$ cat src/logic/pagerank_pkg.sv
/*
 * PageRank vertex compute unit shared definitions
 * Widths, FIFO sizing, read kinds, controller states and the read word
 */
`default_nettype none

package pagerank_pkg;

	////////////////////////////////////////
	// Field widths
	////////////////////////////////////////
	localparam int VERTEX_W = 16;
	localparam int EDGE_W   = 20;
	localparam int DEGREE_W = 8;
	localparam int RANK_W   = 32;
	localparam int ADDR_W   = 20;

	////////////////////////////////////////
	// Vertex job FIFO sizing
	////////////////////////////////////////
	// Depth must stay a power of two, pointers wrap naturally
	localparam int JOB_FIFO_DEPTH = 16;
	localparam int JOB_PTR_W      = $clog2(JOB_FIFO_DEPTH);
	localparam int JOB_CNT_W      = $clog2(JOB_FIFO_DEPTH + 1);
	localparam logic [JOB_CNT_W-1:0] JOB_FIFO_FULL = JOB_CNT_W'(JOB_FIFO_DEPTH);

	// Target array of a read
	typedef enum logic {
		READ_EDGE = 1'b0,
		READ_RANK = 1'b1
	} read_kind_t;

	// Returned word, neighbour id for edge reads, rank for rank reads
	typedef union packed {
		struct packed {
			logic [RANK_W-VERTEX_W-1:0] pad;
			logic [VERTEX_W-1:0]        id;
		} neighbour;
		logic [RANK_W-1:0] rank;
	} read_word_t;

	// Controller states
	typedef enum logic [2:0] {
		IDLE      = 3'd0,
		LOAD      = 3'd1,
		EDGE_READ = 3'd2,
		RANK_READ = 3'd3,
		ADD       = 3'd4,
		WRITE     = 3'd5,
		DONE      = 3'd6
	} vertex_state_t;

endpackage

`default_nettype wire
$ cat src/logic/pagerank_vertex_cu.sv
/*
 * PageRank vertex compute unit top level
 * Job FIFO, control FSM, edge counter, read port and rank accumulator
 */
`timescale 1ns/1ps
`default_nettype none

module pagerank_vertex_cu (
	input  logic                                clock,
	input  logic                                rstn,
	input  logic                                job_req,
	input  logic [pagerank_pkg::VERTEX_W-1:0]   job_vertex,
	input  logic [pagerank_pkg::EDGE_W-1:0]     job_edge_base,
	input  logic [pagerank_pkg::DEGREE_W-1:0]   job_degree,
	output logic                                job_ack,
	output logic                                rd_req,
	output logic [pagerank_pkg::ADDR_W-1:0]     rd_addr,
	output pagerank_pkg::read_kind_t            rd_kind,
	input  logic                                rd_ack,
	input  logic [pagerank_pkg::RANK_W-1:0]     rd_data,
	output logic                                wr_req,
	output logic [pagerank_pkg::VERTEX_W-1:0]   wr_vertex,
	output logic [pagerank_pkg::RANK_W-1:0]     wr_sum,
	input  logic                                wr_ack,
	output logic [pagerank_pkg::VERTEX_W-1:0]   vertex_num_counter,
	output logic [pagerank_pkg::EDGE_W-1:0]     edge_num_counter
);

	// FIFO head
	logic                              fifo_valid;
	logic                              fsm_pop;
	logic [pagerank_pkg::VERTEX_W-1:0] head_vertex;
	logic [pagerank_pkg::EDGE_W-1:0]   head_edge_base;
	logic [pagerank_pkg::DEGREE_W-1:0] head_degree;

	// Edge counter
	logic                              vertex_load;
	logic                              edge_step;
	logic                              vertex_done;
	logic                              last_edge;
	logic [pagerank_pkg::DEGREE_W-1:0] edge_index;

	// Read command and result
	logic                              rd_start;
	logic [pagerank_pkg::ADDR_W-1:0]   rd_addr_next;
	pagerank_pkg::read_kind_t          rd_kind_next;
	logic                              rd_done;
	pagerank_pkg::read_word_t          rd_word;

	// Accumulator control
	logic acc_clear;
	logic acc_add;
	logic write_start;
	logic write_done;

	// Controller state for waveform debug
	pagerank_pkg::vertex_state_t fsm_state;

	////////////////////////////////////////
	// Vertex jobs
	////////////////////////////////////////
	vertex_job_fifo i_vertex_job_fifo (
		.clock         (clock),
		.rstn          (rstn),
		.job_req       (job_req),
		.job_vertex    (job_vertex),
		.job_edge_base (job_edge_base),
		.job_degree    (job_degree),
		.job_ack       (job_ack),
		.fsm_pop       (fsm_pop),
		.fifo_valid    (fifo_valid),
		.head_vertex   (head_vertex),
		.head_edge_base(head_edge_base),
		.head_degree   (head_degree)
	);

	edge_counter i_edge_counter (
		.clock             (clock),
		.rstn              (rstn),
		.vertex_load       (vertex_load),
		.edge_step         (edge_step),
		.vertex_done       (vertex_done),
		.degree            (head_degree),
		.last_edge         (last_edge),
		.edge_index        (edge_index),
		.vertex_num_counter(vertex_num_counter),
		.edge_num_counter  (edge_num_counter)
	);

	////////////////////////////////////////
	// Control
	////////////////////////////////////////
	vertex_control_fsm i_vertex_control_fsm (
		.clock         (clock),
		.rstn          (rstn),
		.fifo_valid    (fifo_valid),
		.head_edge_base(head_edge_base),
		.fsm_pop       (fsm_pop),
		.vertex_load   (vertex_load),
		.edge_step     (edge_step),
		.vertex_done   (vertex_done),
		.rd_start      (rd_start),
		.acc_clear     (acc_clear),
		.acc_add       (acc_add),
		.write_start   (write_start),
		.rd_addr_next  (rd_addr_next),
		.rd_kind_next  (rd_kind_next),
		.rd_done       (rd_done),
		.last_edge     (last_edge),
		.write_done    (write_done),
		.rd_word       (rd_word),
		.edge_index    (edge_index),
		.state         (fsm_state)
	);

	////////////////////////////////////////
	// Memory side
	////////////////////////////////////////
	read_port i_read_port (
		.clock       (clock),
		.rstn        (rstn),
		.rd_start    (rd_start),
		.rd_addr_next(rd_addr_next),
		.rd_kind_next(rd_kind_next),
		.rd_req      (rd_req),
		.rd_addr     (rd_addr),
		.rd_kind     (rd_kind),
		.rd_ack      (rd_ack),
		.rd_data     (rd_data),
		.rd_done     (rd_done),
		.rd_word     (rd_word)
	);

	rank_accumulator i_rank_accumulator (
		.clock      (clock),
		.rstn       (rstn),
		.acc_clear  (acc_clear),
		.acc_add    (acc_add),
		.write_start(write_start),
		.vertex_in  (head_vertex),
		.rank_in    (rd_word),
		.wr_req     (wr_req),
		.wr_vertex  (wr_vertex),
		.wr_sum     (wr_sum),
		.wr_ack     (wr_ack),
		.write_done (write_done)
	);

endmodule

`default_nettype wire

$ cat src/logic/rank_accumulator.sv
/*
 * Rank accumulator
 * Saturating sum of neighbour ranks and four-phase write-back of the result
 */
`timescale 1ns/1ps
`default_nettype none

module rank_accumulator (
	input  logic                                clock,
	input  logic                                rstn,
	input  logic                                acc_clear,
	input  logic                                acc_add,
	input  logic                                write_start,
	input  logic [pagerank_pkg::VERTEX_W-1:0]   vertex_in,
	input  pagerank_pkg::read_word_t            rank_in,
	output logic                                wr_req,
	output logic [pagerank_pkg::VERTEX_W-1:0]   wr_vertex,
	output logic [pagerank_pkg::RANK_W-1:0]     wr_sum,
	input  logic                                wr_ack,
	output logic                                write_done
);

	logic [pagerank_pkg::RANK_W-1:0]   sum_q;
	logic [pagerank_pkg::RANK_W:0]     sum_wide;
	logic [pagerank_pkg::VERTEX_W-1:0] vertex_q;
	logic busy;

	////////////////////////////////////////
	// Sum kernel
	////////////////////////////////////////
	assign sum_wide = {1'b0, sum_q} + {1'b0, rank_in.rank};

	always_ff @(posedge clock) begin
		if (acc_clear) begin
			sum_q    <= '0;
			vertex_q <= vertex_in;
		end else if (acc_add) begin
			// Clamp to all ones on carry out
			sum_q <= sum_wide[pagerank_pkg::RANK_W] ? '1 : sum_wide[pagerank_pkg::RANK_W-1:0];
		end
	end

	assign wr_vertex = vertex_q;
	assign wr_sum    = sum_q;

	////////////////////////////////////////
	// Write-back handshake
	////////////////////////////////////////
	always_ff @(posedge clock or negedge rstn) begin
		if (!rstn) begin
			busy       <= 1'b0;
			wr_req     <= 1'b0;
			write_done <= 1'b0;
		end else begin
			write_done <= 1'b0;
			if (!busy) begin
				if (write_start) begin
					busy   <= 1'b1;
					wr_req <= 1'b1;
				end
			end else if (wr_req) begin
				if (wr_ack)
					wr_req <= 1'b0;
			end else if (!wr_ack) begin
				busy       <= 1'b0;
				write_done <= 1'b1;
			end
		end
	end

endmodule

`default_nettype wire

$ cat src/logic/read_port.sv
/*
 * Read port
 * Four-phase read master, one read at a time, word decoded by read kind
 */
`timescale 1ns/1ps
`default_nettype none

module read_port (
	input  logic                                clock,
	input  logic                                rstn,
	input  logic                                rd_start,
	input  logic [pagerank_pkg::ADDR_W-1:0]     rd_addr_next,
	input  pagerank_pkg::read_kind_t            rd_kind_next,
	output logic                                rd_req,
	output logic [pagerank_pkg::ADDR_W-1:0]     rd_addr,
	output pagerank_pkg::read_kind_t            rd_kind,
	input  logic                                rd_ack,
	input  logic [pagerank_pkg::RANK_W-1:0]     rd_data,
	output logic                                rd_done,
	output pagerank_pkg::read_word_t            rd_word
);

	// High from the start of a read until ack has fallen again
	logic busy;

	////////////////////////////////////////
	// Handshake phases
	////////////////////////////////////////
	// busy and req high means waiting for ack,
	// busy with req low means waiting for ack to drop
	always_ff @(posedge clock or negedge rstn) begin
		if (!rstn) begin
			busy    <= 1'b0;
			rd_req  <= 1'b0;
			rd_done <= 1'b0;
		end else begin
			rd_done <= 1'b0;
			if (!busy) begin
				if (rd_start) begin
					busy   <= 1'b1;
					rd_req <= 1'b1;
				end
			end else if (rd_req) begin
				if (rd_ack)
					rd_req <= 1'b0;
			end else if (!rd_ack) begin
				busy    <= 1'b0;
				rd_done <= 1'b1;
			end
		end
	end

	// Command held stable for the whole handshake
	always_ff @(posedge clock) begin
		if (rd_start && !busy) begin
			rd_addr <= rd_addr_next;
			rd_kind <= rd_kind_next;
		end
	end

	// Data is only valid while ack is high
	always_ff @(posedge clock) begin
		if (busy && rd_req && rd_ack)
			rd_word <= rd_data;
	end

endmodule

`default_nettype wire

$ cat src/logic/vertex_control_fsm.sv
/*
 * Vertex control FSM
 * Walks one vertex at a time through edge reads, rank reads and write-back
 */
`timescale 1ns/1ps
`default_nettype none

module vertex_control_fsm (
	input  logic                                clock,
	input  logic                                rstn,
	input  logic                                fifo_valid,
	input  logic [pagerank_pkg::EDGE_W-1:0]     head_edge_base,
	output logic                                fsm_pop,
	output logic                                vertex_load,
	output logic                                edge_step,
	output logic                                vertex_done,
	output logic                                rd_start,
	output logic                                acc_clear,
	output logic                                acc_add,
	output logic                                write_start,
	output logic [pagerank_pkg::ADDR_W-1:0]     rd_addr_next,
	output pagerank_pkg::read_kind_t            rd_kind_next,
	input  logic                                rd_done,
	input  logic                                last_edge,
	input  logic                                write_done,
	input  pagerank_pkg::read_word_t            rd_word,
	input  logic [pagerank_pkg::DEGREE_W-1:0]   edge_index,
	output pagerank_pkg::vertex_state_t         state
);

	pagerank_pkg::vertex_state_t state_next;
	logic [pagerank_pkg::EDGE_W-1:0] edge_base_q;

	always_ff @(posedge clock or negedge rstn) begin
		if (!rstn)
			state <= pagerank_pkg::IDLE;
		else
			state <= state_next;
	end

	// Edge base of the job in flight
	always_ff @(posedge clock) begin
		if (fsm_pop)
			edge_base_q <= head_edge_base;
	end

	////////////////////////////////////////
	// Read address and kind
	////////////////////////////////////////
	// Rank reads use the neighbour id held in the read port
	always_comb begin
		if (state == pagerank_pkg::EDGE_READ) begin
			rd_kind_next = pagerank_pkg::READ_RANK;
			rd_addr_next = {{(pagerank_pkg::ADDR_W-pagerank_pkg::VERTEX_W){1'b0}},
				rd_word.neighbour.id};
		end else begin
			rd_kind_next = pagerank_pkg::READ_EDGE;
			rd_addr_next = edge_base_q +
				{{(pagerank_pkg::ADDR_W-pagerank_pkg::DEGREE_W){1'b0}}, edge_index};
		end
	end

	////////////////////////////////////////
	// Next state and pulses
	////////////////////////////////////////
	always_comb begin
		state_next  = state;
		fsm_pop     = 1'b0;
		vertex_load = 1'b0;
		acc_clear   = 1'b0;
		rd_start    = 1'b0;
		acc_add     = 1'b0;
		edge_step   = 1'b0;
		write_start = 1'b0;
		vertex_done = 1'b0;
		case (state)
			pagerank_pkg::IDLE: begin
				if (fifo_valid) begin
					fsm_pop     = 1'b1;
					vertex_load = 1'b1;
					acc_clear   = 1'b1;
					state_next  = pagerank_pkg::LOAD;
				end
			end
			// Counter has settled in both states, decide on another edge
			pagerank_pkg::LOAD, pagerank_pkg::ADD: begin
				if (last_edge) begin
					write_start = 1'b1;
					state_next  = pagerank_pkg::WRITE;
				end else begin
					rd_start   = 1'b1;
					state_next = pagerank_pkg::EDGE_READ;
				end
			end
			pagerank_pkg::EDGE_READ: begin
				if (rd_done) begin
					rd_start   = 1'b1;
					state_next = pagerank_pkg::RANK_READ;
				end
			end
			pagerank_pkg::RANK_READ: begin
				if (rd_done) begin
					acc_add    = 1'b1;
					edge_step  = 1'b1;
					state_next = pagerank_pkg::ADD;
				end
			end
			pagerank_pkg::WRITE: begin
				if (write_done)
					state_next = pagerank_pkg::DONE;
			end
			pagerank_pkg::DONE: begin
				vertex_done = 1'b1;
				state_next  = pagerank_pkg::IDLE;
			end
			default: state_next = pagerank_pkg::IDLE;
		endcase
	end

endmodule

`default_nettype wire

$ cat src/logic/edge_counter.sv
/*
 * Edge counter
 * Tracks the edge index of the current vertex and the running totals
 */
`timescale 1ns/1ps
`default_nettype none

module edge_counter (
	input  logic                                clock,
	input  logic                                rstn,
	input  logic                                vertex_load,
	input  logic                                edge_step,
	input  logic                                vertex_done,
	input  logic [pagerank_pkg::DEGREE_W-1:0]   degree,
	output logic                                last_edge,
	output logic [pagerank_pkg::DEGREE_W-1:0]   edge_index,
	output logic [pagerank_pkg::VERTEX_W-1:0]   vertex_num_counter,
	output logic [pagerank_pkg::EDGE_W-1:0]     edge_num_counter
);

	logic [pagerank_pkg::DEGREE_W-1:0] degree_q;

	////////////////////////////////////////
	// Per-vertex edge index
	////////////////////////////////////////
	always_ff @(posedge clock or negedge rstn) begin
		if (!rstn) begin
			degree_q   <= '0;
			edge_index <= '0;
		end else if (vertex_load) begin
			degree_q   <= degree;
			edge_index <= '0;
		end else if (edge_step) begin
			edge_index <= edge_index + 1'b1;
		end
	end

	// Degree zero is last right after the load
	assign last_edge = (edge_index == degree_q);

	////////////////////////////////////////
	// Running totals
	////////////////////////////////////////
	always_ff @(posedge clock or negedge rstn) begin
		if (!rstn) begin
			vertex_num_counter <= '0;
			edge_num_counter   <= '0;
		end else begin
			if (vertex_done)
				vertex_num_counter <= vertex_num_counter + 1'b1;
			if (edge_step)
				edge_num_counter <= edge_num_counter + 1'b1;
		end
	end

endmodule

`default_nettype wire

$ cat src/logic/vertex_job_fifo.sv
/*
 * Vertex job FIFO
 * Takes jobs over a four-phase req/ack link and buffers them for the FSM
 */
`timescale 1ns/1ps
`default_nettype none

module vertex_job_fifo (
	input  logic                                 clock,
	input  logic                                 rstn,
	input  logic                                 job_req,
	input  logic [pagerank_pkg::VERTEX_W-1:0]    job_vertex,
	input  logic [pagerank_pkg::EDGE_W-1:0]      job_edge_base,
	input  logic [pagerank_pkg::DEGREE_W-1:0]    job_degree,
	output logic                                 job_ack,
	input  logic                                 fsm_pop,
	output logic                                 fifo_valid,
	output logic [pagerank_pkg::VERTEX_W-1:0]    head_vertex,
	output logic [pagerank_pkg::EDGE_W-1:0]      head_edge_base,
	output logic [pagerank_pkg::DEGREE_W-1:0]    head_degree
);

	logic [pagerank_pkg::VERTEX_W-1:0] mem_vertex    [pagerank_pkg::JOB_FIFO_DEPTH];
	logic [pagerank_pkg::EDGE_W-1:0]   mem_edge_base [pagerank_pkg::JOB_FIFO_DEPTH];
	logic [pagerank_pkg::DEGREE_W-1:0] mem_degree    [pagerank_pkg::JOB_FIFO_DEPTH];
	logic [pagerank_pkg::JOB_PTR_W-1:0] wr_ptr;
	logic [pagerank_pkg::JOB_PTR_W-1:0] rd_ptr;
	logic [pagerank_pkg::JOB_CNT_W-1:0] count;
	logic full;
	logic push;

	assign full = (count == pagerank_pkg::JOB_FIFO_FULL);

	// Store on the rise of ack, only once per handshake
	assign push = job_req && !job_ack && !full;

	////////////////////////////////////////
	// Input handshake
	////////////////////////////////////////
	always_ff @(posedge clock or negedge rstn) begin
		if (!rstn) begin
			job_ack <= 1'b0;
		end else if (push) begin
			job_ack <= 1'b1;
		end else if (job_ack && !job_req) begin
			job_ack <= 1'b0;
		end
	end

	// Entry storage
	always_ff @(posedge clock) begin
		if (push) begin
			mem_vertex[wr_ptr]    <= job_vertex;
			mem_edge_base[wr_ptr] <= job_edge_base;
			mem_degree[wr_ptr]    <= job_degree;
		end
	end

	always_ff @(posedge clock or negedge rstn) begin
		if (!rstn) begin
			wr_ptr <= '0;
			rd_ptr <= '0;
			count  <= '0;
		end else begin
			if (push)
				wr_ptr <= wr_ptr + 1'b1;
			if (fsm_pop)
				rd_ptr <= rd_ptr + 1'b1;
			if (push && !fsm_pop)
				count <= count + 1'b1;
			else if (fsm_pop && !push)
				count <= count - 1'b1;
		end
	end

	assign fifo_valid     = (count != '0);
	assign head_vertex    = mem_vertex[rd_ptr];
	assign head_edge_base = mem_edge_base[rd_ptr];
	assign head_degree    = mem_degree[rd_ptr];

endmodule

`default_nettype wire

$ cat config.mk
export PLATFORM = sky130hd
export DESIGN_NAME = pagerank_vertex_cu
export DESIGN_NICKNAME = d
export VERILOG_FILES = /design/src/logic/pagerank_pkg.sv /design/src/logic/pagerank_vertex_cu.sv /design/src/logic/rank_accumulator.sv /design/src/logic/read_port.sv /design/src/logic/vertex_control_fsm.sv /design/src/logic/edge_counter.sv /design/src/logic/vertex_job_fifo.sv
export SDC_FILE = /design/constraint.sdc
export NUM_CORES = 1
export LEC_CHECK = 0
export ABC_AREA = 1
export BUFFER_PORTS_ARGS = -buffer_cell sky130_fd_sc_hd__buf_2
export CAP_MARGIN = 20
export CORE_MARGIN = 8
export CORE_UTILIZATION = 56
export DETAILED_ROUTE_END_ITERATION = 6
export PLACE_DENSITY_LB_ADDON = 0.3
export SYNTH_ARGS = -nofsm -noshare
export SYNTH_HDL_FRONTEND = slang
export SYNTH_HIERARCHICAL = 1
export SYNTH_SLANG_ARGS = --single-unit
$ cat constraint.sdc
create_clock -name clock -period 4.6 [get_ports clock]
set_input_delay 0.46 -clock clock [delete_from_list [all_inputs] [get_ports clock]]
set_output_delay 0.46 -clock clock [all_outputs]
set_load 0.01 [all_outputs]
==> flow_summary_export.csv, run 1 <==
group,metric,value,unit
outcome,run_status,"finished clean",
critical_path,reg2reg_depth,7,
sta,maxSlewHeadroom,29.83,%
grt,grtUsageTotal,23.94,%
clocking,clk_pin_slew,0.06,ns
critical_path,timing.rr.start,"i_vertex_control_fsm/state[0]",
critical_path,arrival,3.10,ns
critical_path,worstReg2RegEnd,"i_read_port/rd_addr[2]",
routing,remaining_drc_errors,0,
floorplan,io_pins,189,
routing,drt_wl_total,101400,microns
grt,grt_pass1_vias,28310,
finish,final_util,63.34,%
routing,viasPerCell,5.317,
clocking,cts_tree,"done",
yosys,syn-instance-count,4325,
sta,grt_setup_unrepaired,"false",
yosys,synth.most_common_cell,"nand2_1",
yosys,yosysSeqAreaShare,63.28,%
yosys,synth.distinct_cells,49,
floorplan,num_rows,100,
grt,grt-ovfl-total,0,
yosys,synth_top_area_cell,"edfxtp_1",
sta,final_max_slew_viol_count,0,
finish,fillers,5792,
power_and_ir_drop,ir_drop,0.0007331,V
critical_path,path_max_fanout,25,
sta,fin_skew,0.05971,ns
clocking,cts_buffers,92,
critical_path,required,4.84,ns
yosys,ys_warn_count,6,
floorplan,core,73950,sq um
grt,grt_pass1_wl,155800,microns
floorplan,die_h,288.6,microns
floorplan,die_area,83290,sq um
power_and_ir_drop,p_seq_share,38.7,%
sta,setup_viol,0,
routing,drtIter0Drc,2838,
sta,tightest_slew,1.053,ns
critical_path,end_kind,"flip-flop",
finish,drive_gt1_share,10.67,%
yosys,synth_top_area_share,57.23,%
yosys,synth.top_cells.by_count,"nand2_1 (1,376), edfxtp_1 (793), inv_1 (745), nand3_1 (618), nor2_1 (147)",
sta,fin_crit,2.860,ns
yosys,synth_area_leaders,"edfxtp_1 (57%), nand2_1 (12%), nand3_1 (7.4%)",
floorplan,fp.dieW,288.6,microns
yosys,synth.avg_cell_area,9.621,sq um
sta,clock.fmax,349.6,MHz
power_and_ir_drop,power_density,580.3,nW/um^2
yosys,synth_top_flop_cell,"edfxtp_1",
grt,antenna_found_initial,8,
floorplan,start_util,56.27,%
min_path,hold_path.class,"input port to flip-flop",
routing,dr.pass1.iters,6,
power_and_ir_drop,sw_frac_of_total,36.68,%
clocking,ctsResizeCount,0,
finish,stdcell_count,5559,
clocking,htree_levels,3,
clocking,cts.sinks,900,
critical_path,critPathKind,"flip-flop to flip-flop",
critical_path,critPathLaunchType,"flip-flop",
placed_design,place.gp.congestion,0.9474,
routing,ant_nets,0,
sta,finalCritPeriodShare,62.18,%
yosys,async_reset_ff_share,8.333,%
placed_design,io_buffers,188,
clocking,clockRootBuffer,"clkbuf_16",
clocking,cts.path.max_buffers,3,
power_and_ir_drop,power.combinational.fraction,32.8,%
finish,layout.nets,4642,
job,cap_viol_max_count,0,
yosys,netlist_area,41610,sq um
power_and_ir_drop,p_clk_share,28.6,%
power_and_ir_drop,p_int,17210,uW
critical_path,crit_end,"i_read_port/rd_addr[2]",
yosys,synth_edf_count,793,
power_and_ir_drop,switchingPower,9969,uW
finish,area_growth,12.55,%
clocking,insertion_delay,0.67,ns
sta,tns,0,ns
sta,final-hold-violation-count,0,
grt,grt_max_degree,199,
yosys,syn_nets,4461,
critical_path,crit_start,"i_vertex_control_fsm/state[0]",
placed_design,dp.final_hpwl,53960,microns
critical_path,reg2reg_setup_slack,1.74,ns
routing,avgRoutedWirePerCell,18.24,microns
yosys,synth_seq_cells,900,
power_and_ir_drop,leakage,0.02103,uW
placed_design,dp.cells,5351,
routing,vias,29560,
[power groups by stage]
| stage | sequential (uW) | combinational (uW) | clock, uW |
|---|---|---|---|
| floorplan | 10600 | 6320 | 0 |
| global placement | 10600 | 8630 | 0 |
| detailed placement | 10700 | 8780 | 0 |
| CTS | 10500 | 8880 | 7890 |
| global route | 10600 | 9920 | 8210 |
| finish | 10500 | 8900 | 7770 |
[critical path, cell delays in order (launching register included)]
cell and delay, ns:
dfrtp_1 0.42, nor2_2 0.17, inv_1 0.13, nor2_4 0.50, inv_2 0.27, o21ai_0 0.25, nand2_2 0.10, inv_1 0.62
[logic make-up (layout without fill, tap and decap cells)]
logic type | Yosys count | count (layout) | share of synthesized area, %
simple gates | 2285 | 2285 | 23.48
fa+ha+maj | 55 | 55 | 1.708
flops | 900 | 900 | 63.27
buf+inv | 932 | 1191 | 9.096
other cells | 0 | 6 | 0
xor+xnor | 56 | 56 | 1.179
compound gates | 96 | 96 | 1.233
mux | 1 | 1 | 0.02706
[cell type report]
cell class | instances | area [sq um] | area share [%]
clock inverter | 64 | 775.7 | 1.656
tap | 969 | 1212 | 2.589
antenna | 6 | 15.01 | 0.03206
multi-input combinational | 2493 | 11600 | 24.77
inverter | 766 | 2895 | 6.182
timing repair buffer | 253 | 1569 | 3.350
clock buffer | 108 | 2422 | 5.172
sequential | 900 | 26340 | 56.24
[how the worst min path moves through the flow]
stage,from,slack (ns),depth (start not counted),to
after global placement,i_rank_accumulator/busy,0.46,1,i_rank_accumulator/wr_req
after floorplan,rstn,0.16,0,i_edge_counter/degree_q[0]
after global routing,rd_data[4],0.01,1,i_read_port/rd_word[4]
after detailed placement,i_rank_accumulator/busy,0.47,1,i_rank_accumulator/wr_req
after CTS,rd_data[4],0.002,1,i_read_port/rd_word[4]
final,rd_data[4],0.04,1,i_read_port/rd_word[4]
[cells in the final DEF, fill, tap and decap left out, drive strengths merged, types with 33 or more instances in the layout]
cell type | netlist | routed
inv | 763 | 766
edfxtp | 793 | 793
nor3 | 33 | 33
nand3 | 624 | 624
a21oi | 35 | 35
buf | 143 | 223
o21ai | 54 | 54
nor2 | 172 | 172
ha | 52 | 52
clkinv | 3 | 45
nand2 | 1411 | 1411
clkbuf | 23 | 108
dfrtp | 75 | 75
[routing by layer]
metal / routed length [microns] / part of all wire, % / vias to the layer above / global-route usage (%)
li1: - / - / 14240 / -
met1: 41070 / 41 / 13910 / 31.36
met2: 49270 / 49 / 1189 / 40.67
met3: 7885 / 7.8 / 217 / 3.618
met4: 3144 / 3.1 / 2 / 8.399
met5: 13 / 0.013 / - / 0
[repair_timing]
action                                 4_1_cts  5_1_grt
setup endpoints to repair                    0        0
buffers inserted                             0        0
endpoints found under the hold margin       70        1
hold buffers                                29        1
[sequential cells by signal, indices dropped and copies added, names as in the netlist]
name                               count
i_vertex_job_fifo/rd_ptr               4
i_read_port/rd_word                   32
i_rank_accumulator/busy                1
i_vertex_job_fifo/mem_degree         128
i_rank_accumulator/write_done          1
i_edge_counter/edge_num_counter       20
i_vertex_job_fifo/wr_ptr               4
i_vertex_control_fsm/state             3
i_read_port/busy                       1
i_vertex_job_fifo/mem_vertex         256
i_rank_accumulator/wr_sum             32
i_read_port/rd_kind                    1
i_edge_counter/vertex_num_counter     16
i_edge_counter/degree_q                8
i_read_port/rd_addr                   20
i_edge_counter/edge_index              8
i_read_port/rd_req                     1
i_vertex_job_fifo/mem_edge_base      320
i_rank_accumulator/wr_vertex          16
i_vertex_control_fsm/edge_base_q      20
i_vertex_job_fifo/job_ack              1
i_vertex_job_fifo/count                5
i_rank_accumulator/wr_req              1
i_read_port/rd_done                    1
[through the flow]
stage	cell area (sq um)	power (uW)	worst slack (ns)	hold slack (ns)
floorplan	41620	16920	0.2070	0.1644
global placement	43320	19270	1.890	0.4632
global route	46830	28710	1.541	0.01210
finish	46840	27180	1.740	0.03756
detailed placement	43320	19450	1.794	0.4736
CTS	46810	27270	1.768	0.001798
No activity file was read; power rests on OpenSTA's default activity.
==> run 2, diff against run 1 <==
Settings changed: ABC_AREA 1 to 0, CORE_UTILIZATION 56 to 61.
Clock period 4.6 ns to 2.95 ns, I/O delays scaled along.
==> run 2 against run 1 <==
  * Worst hold slack better by 0.0022 ns
  * Clock skew is 0.022 ns lower
  * Combinational power is 44% higher
  * Utilization is 8.6 points higher
  * Cell count is 44% lower
  * Clock power is 48% higher
  * Count of clock-buffer cells in the layout is 2 lower
  * Sequential share of layout area is 5.9 points higher
  * Worst setup slack worse by 1.7 ns
  * Largest power group unchanged
  * First-iteration DRC count is 30% lower
==> flow_summary_export.csv, run 2 <==
group,metric,value,unit
critical_path,worstReg2RegEnd,"i_rank_accumulator/wr_sum[27]",
finish,layout.cells.most_common_list,"edfxtp_1 (793), buf_2 (187), mux4_2 (176)",
min_path,hold_path_startpoint,"job_vertex[15]",
power_and_ir_drop,leakage,0.01473,uW
placed_design,place.gp.congestion,0.8736,
sta,fin_skew,0.03729,ns
placed_design,io_buffers,188,
routing,viasPerCell,6.339,
power_and_ir_drop,p_seq_share,40.6,%
critical_path,reg2reg_depth,12,
floorplan,io_pins,189,
clocking,cts.path.max_buffers,3,
floorplan,num_rows,89,
floorplan,die_area,67600,sq um
yosys,yosysSeqAreaShare,72.50,%
floorplan,core,58910,sq um
grt,grt_pass1_vias,20760,
yosys,synth_top_area_cell,"edfxtp_1",
finish,layout.nets,2410,
power_and_ir_drop,sw_frac_of_total,31.64,%
min_path,hold_end,"i_vertex_job_fifo/mem_vertex[6][15]",
yosys,async_reset_ff_share,8.333,%
power_and_ir_drop,p_clk_share,28.0,%
sta,whs,0.03971,ns
sta,tightest_slew,0.8393,ns
critical_path,end_kind,"flip-flop",
power_and_ir_drop,switchingPower,12950,uW
finish,largestRegisters,"i_vertex_job_fifo/mem_edge_base: 320 flops, i_vertex_job_fifo/mem_vertex: 256 flops, i_vertex_job_fifo/mem_degree: 128 flops",
critical_path,required,3.42,ns
grt,grtUsageTotal,24.67,%
floorplan,start_util,61.65,%
floorplan,fp.dieW,260,microns
finish,mostFrequentLayoutCell,"edfxtp_1",
critical_path,critPathKind,"flip-flop to flip-flop",
yosys,synth_seq_cells,900,
floorplan,die_h,260,microns
clocking,insertion_delay,0.65,ns
yosys,synth_area_leaders,"edfxtp_1 (66%), mux4_2 (11%), dfrtp_1 (5.2%)",
clocking,cts.sinks,900,
yosys,synth.most_common_cell,"edfxtp_1",
finish,drive_gt1_share,28.14,%
critical_path,path_max_fanout,11,
clocking,cts_tree,"done",
sta,final_max_slew_viol_count,0,
routing,ant_nets,0,
finish,design_area,42400,sq um
power_and_ir_drop,ir_drop,0.0006815,V
finish,largest_reg_flops,320,
sta,finalCritPeriodShare,97.46,%
yosys,ys_warn_count,6,
routing,remaining_drc_errors,0,
placed_design,dp.final_hpwl,44810,microns
sta,final-hold-violation-count,0,
job,cap_viol_max_count,0,
clocking,cts_buffers,88,
yosys,synth.avg_cell_area,18.63,sq um
power_and_ir_drop,p_int,27980,uW
grt,grt_max_degree,56,
grt,antenna_found_initial,11,
yosys,synth_top_area_share,65.57,%
critical_path,reg2reg_setup_slack,0.07,ns
clocking,clk_pin_slew,0.06,ns
finish,max_flop_register,"i_vertex_job_fifo/mem_edge_base",
routing,vias,19820,
power_and_ir_drop,power.combinational.fraction,31.4,%
routing,wl_met1,31800,microns
routing,drtIter0Drc,1999,
clocking,htree_levels,3,
yosys,syn_nets,2085,
min_path,hold_path.class,"input port to flip-flop",
routing,dr_wl_met2,41800,microns
critical_path,critPathLaunchType,"flip-flop",
critical_path,timing.rr.start,"i_read_port/rd_word[0]",
power_and_ir_drop,power_density,965.4,nW/um^2
grt,grt-ovfl-total,0,
yosys,synth_top_flop_cell,"edfxtp_1",
min_path,whs_path_depth,1,
sta,setup_viol,0,
sta,clock.fmax,347.8,MHz
yosys,synth_edf_count,793,
yosys,synth.distinct_cells,80,
routing,dr.pass1.iters,5,
yosys,synth.top_cells.by_count,"edfxtp_1 (793), mux4_2 (176), nand2_1 (104), a22oi_1 (88), nor2_1 (80)",
sta,setup_ws,0.07493,ns
outcome,run_status,"finished clean",
placed_design,dpl_worst_slack,0.01881,ns
power_and_ir_drop,totalPowerFinal,40930,uW
sta,fin_crit,2.875,ns
routing,avgRoutedWirePerCell,26.77,microns
clocking,clockRootBuffer,"clkbuf_16",
finish,area_growth,16.75,%
yosys,syn-instance-count,1949,
routing,drt_wl_total,83680,microns
yosys,netlist_area,36320,sq um
sta,maxSlewHeadroom,44.05,%
critical_path,arrival,3.34,ns
routing,met3WireLength,7567,microns
grt,grt_pass1_wl,125500,microns
placed_design,post_dp_cell_area,38660,sq um
routing,routed.top_layer,"met5",
-- run 2: timing repair --
action                                 4_1_cts  5_1_grt
buffers inserted                             0        6
gates resized for setup                      0        8
hold buffers                                64        0
setup endpoints to repair                    0       33
endpoints found under the hold margin      470        0
-- run 2: kinds of logic after synthesis --
logic type / count (synthesis) / share of synthesized area [%]
flip-flops: 900 / 72.50
AND/OR/NAND/NOR: 309 / 4.155
AO/OA/AOI/OAI: 278 / 5.871
multiplexers: 192 / 11.40
buffers and inverters: 110 / 1.578
XOR/XNOR: 103 / 2.484
adder cells (fa/ha/maj): 57 / 2.012
-- run 2: stage by stage --
| step | TNS [ns] | util [%] | instances |
|---|---|---|---|
| after floorplan | -66.42 | - | 1949 |
| after global placement | 0 | 65.62 | 2885 |
| after detailed placement | 0 | 65.62 | 2885 |
| after CTS | 0 | 71.75 | 3110 |
| after global routing | -0.2547 | 71.97 | 3123 |
| final | 0 | 71.98 | 3126 |
-- run 2: per-layer routing --
layer,vias to the layer above,track usage (%)
met1,10090,32.34
met3,182,5.156
met2,1035,41.22
li1,8505,-
met5,-,0
met4,4,8.389
-- run 2: power groups by stage --
stage	clock network (uW)	registers, uW	logic (uW)
global route	12100	16800	13800
finish	11500	16600	12800
detailed placement	0	16800	12500
global placement	0	16700	12200
CTS	11600	16600	12800
floorplan	0	16700	8690
-- run 2: final cells by class --
cell class	count	area [sq um]
sequential	900	26340
fill	3428	16510
tap	773	967.2
multi-input combinational	939	9522
antenna	8	20.02
clock buffer	106	2291
clock inverter	55	679.4
timing repair buffer	318	2484
inverter	27	101.3
-- run 2: critical path: stages, from the launching register on --
cell,delay (ns)
edfxtp_1,0.39
ha_2,0.22
fa_2,0.37
a211oi_2,0.26
o211ai_1,0.24
a21oi_2,0.23
o2111ai_2,0.15
a21oi_2,0.23
o21ai_2,0.09
a21oi_4,0.15
buf_4,0.14
buf_8,0.15
a211oi_2,0.08
-- run 2: how the worst max path moves through the flow --
| stage | startpoint | slack, ns | end |
|---|---|---|---|
| 6_report | i_read_port/rd_word[0] | 0.07 | i_rank_accumulator/wr_sum[27] |
| 5_1_grt | i_read_port/rd_word[0] | -0.02 | i_rank_accumulator/wr_sum[26] |
| 4_1_cts | i_read_port/rd_word[0] | 0.002 | i_rank_accumulator/wr_sum[27] |
| 3_5_place_dp | i_read_port/rd_word[0] | 0.02 | i_rank_accumulator/wr_sum[26] |
| 3_3_place_gp | i_read_port/rd_word[0] | 0.08 | i_rank_accumulator/wr_sum[21] |
| 2_1_floorplan | i_vertex_job_fifo/job_ack | -0.38 | i_vertex_job_fifo/mem_degree[12][0] |
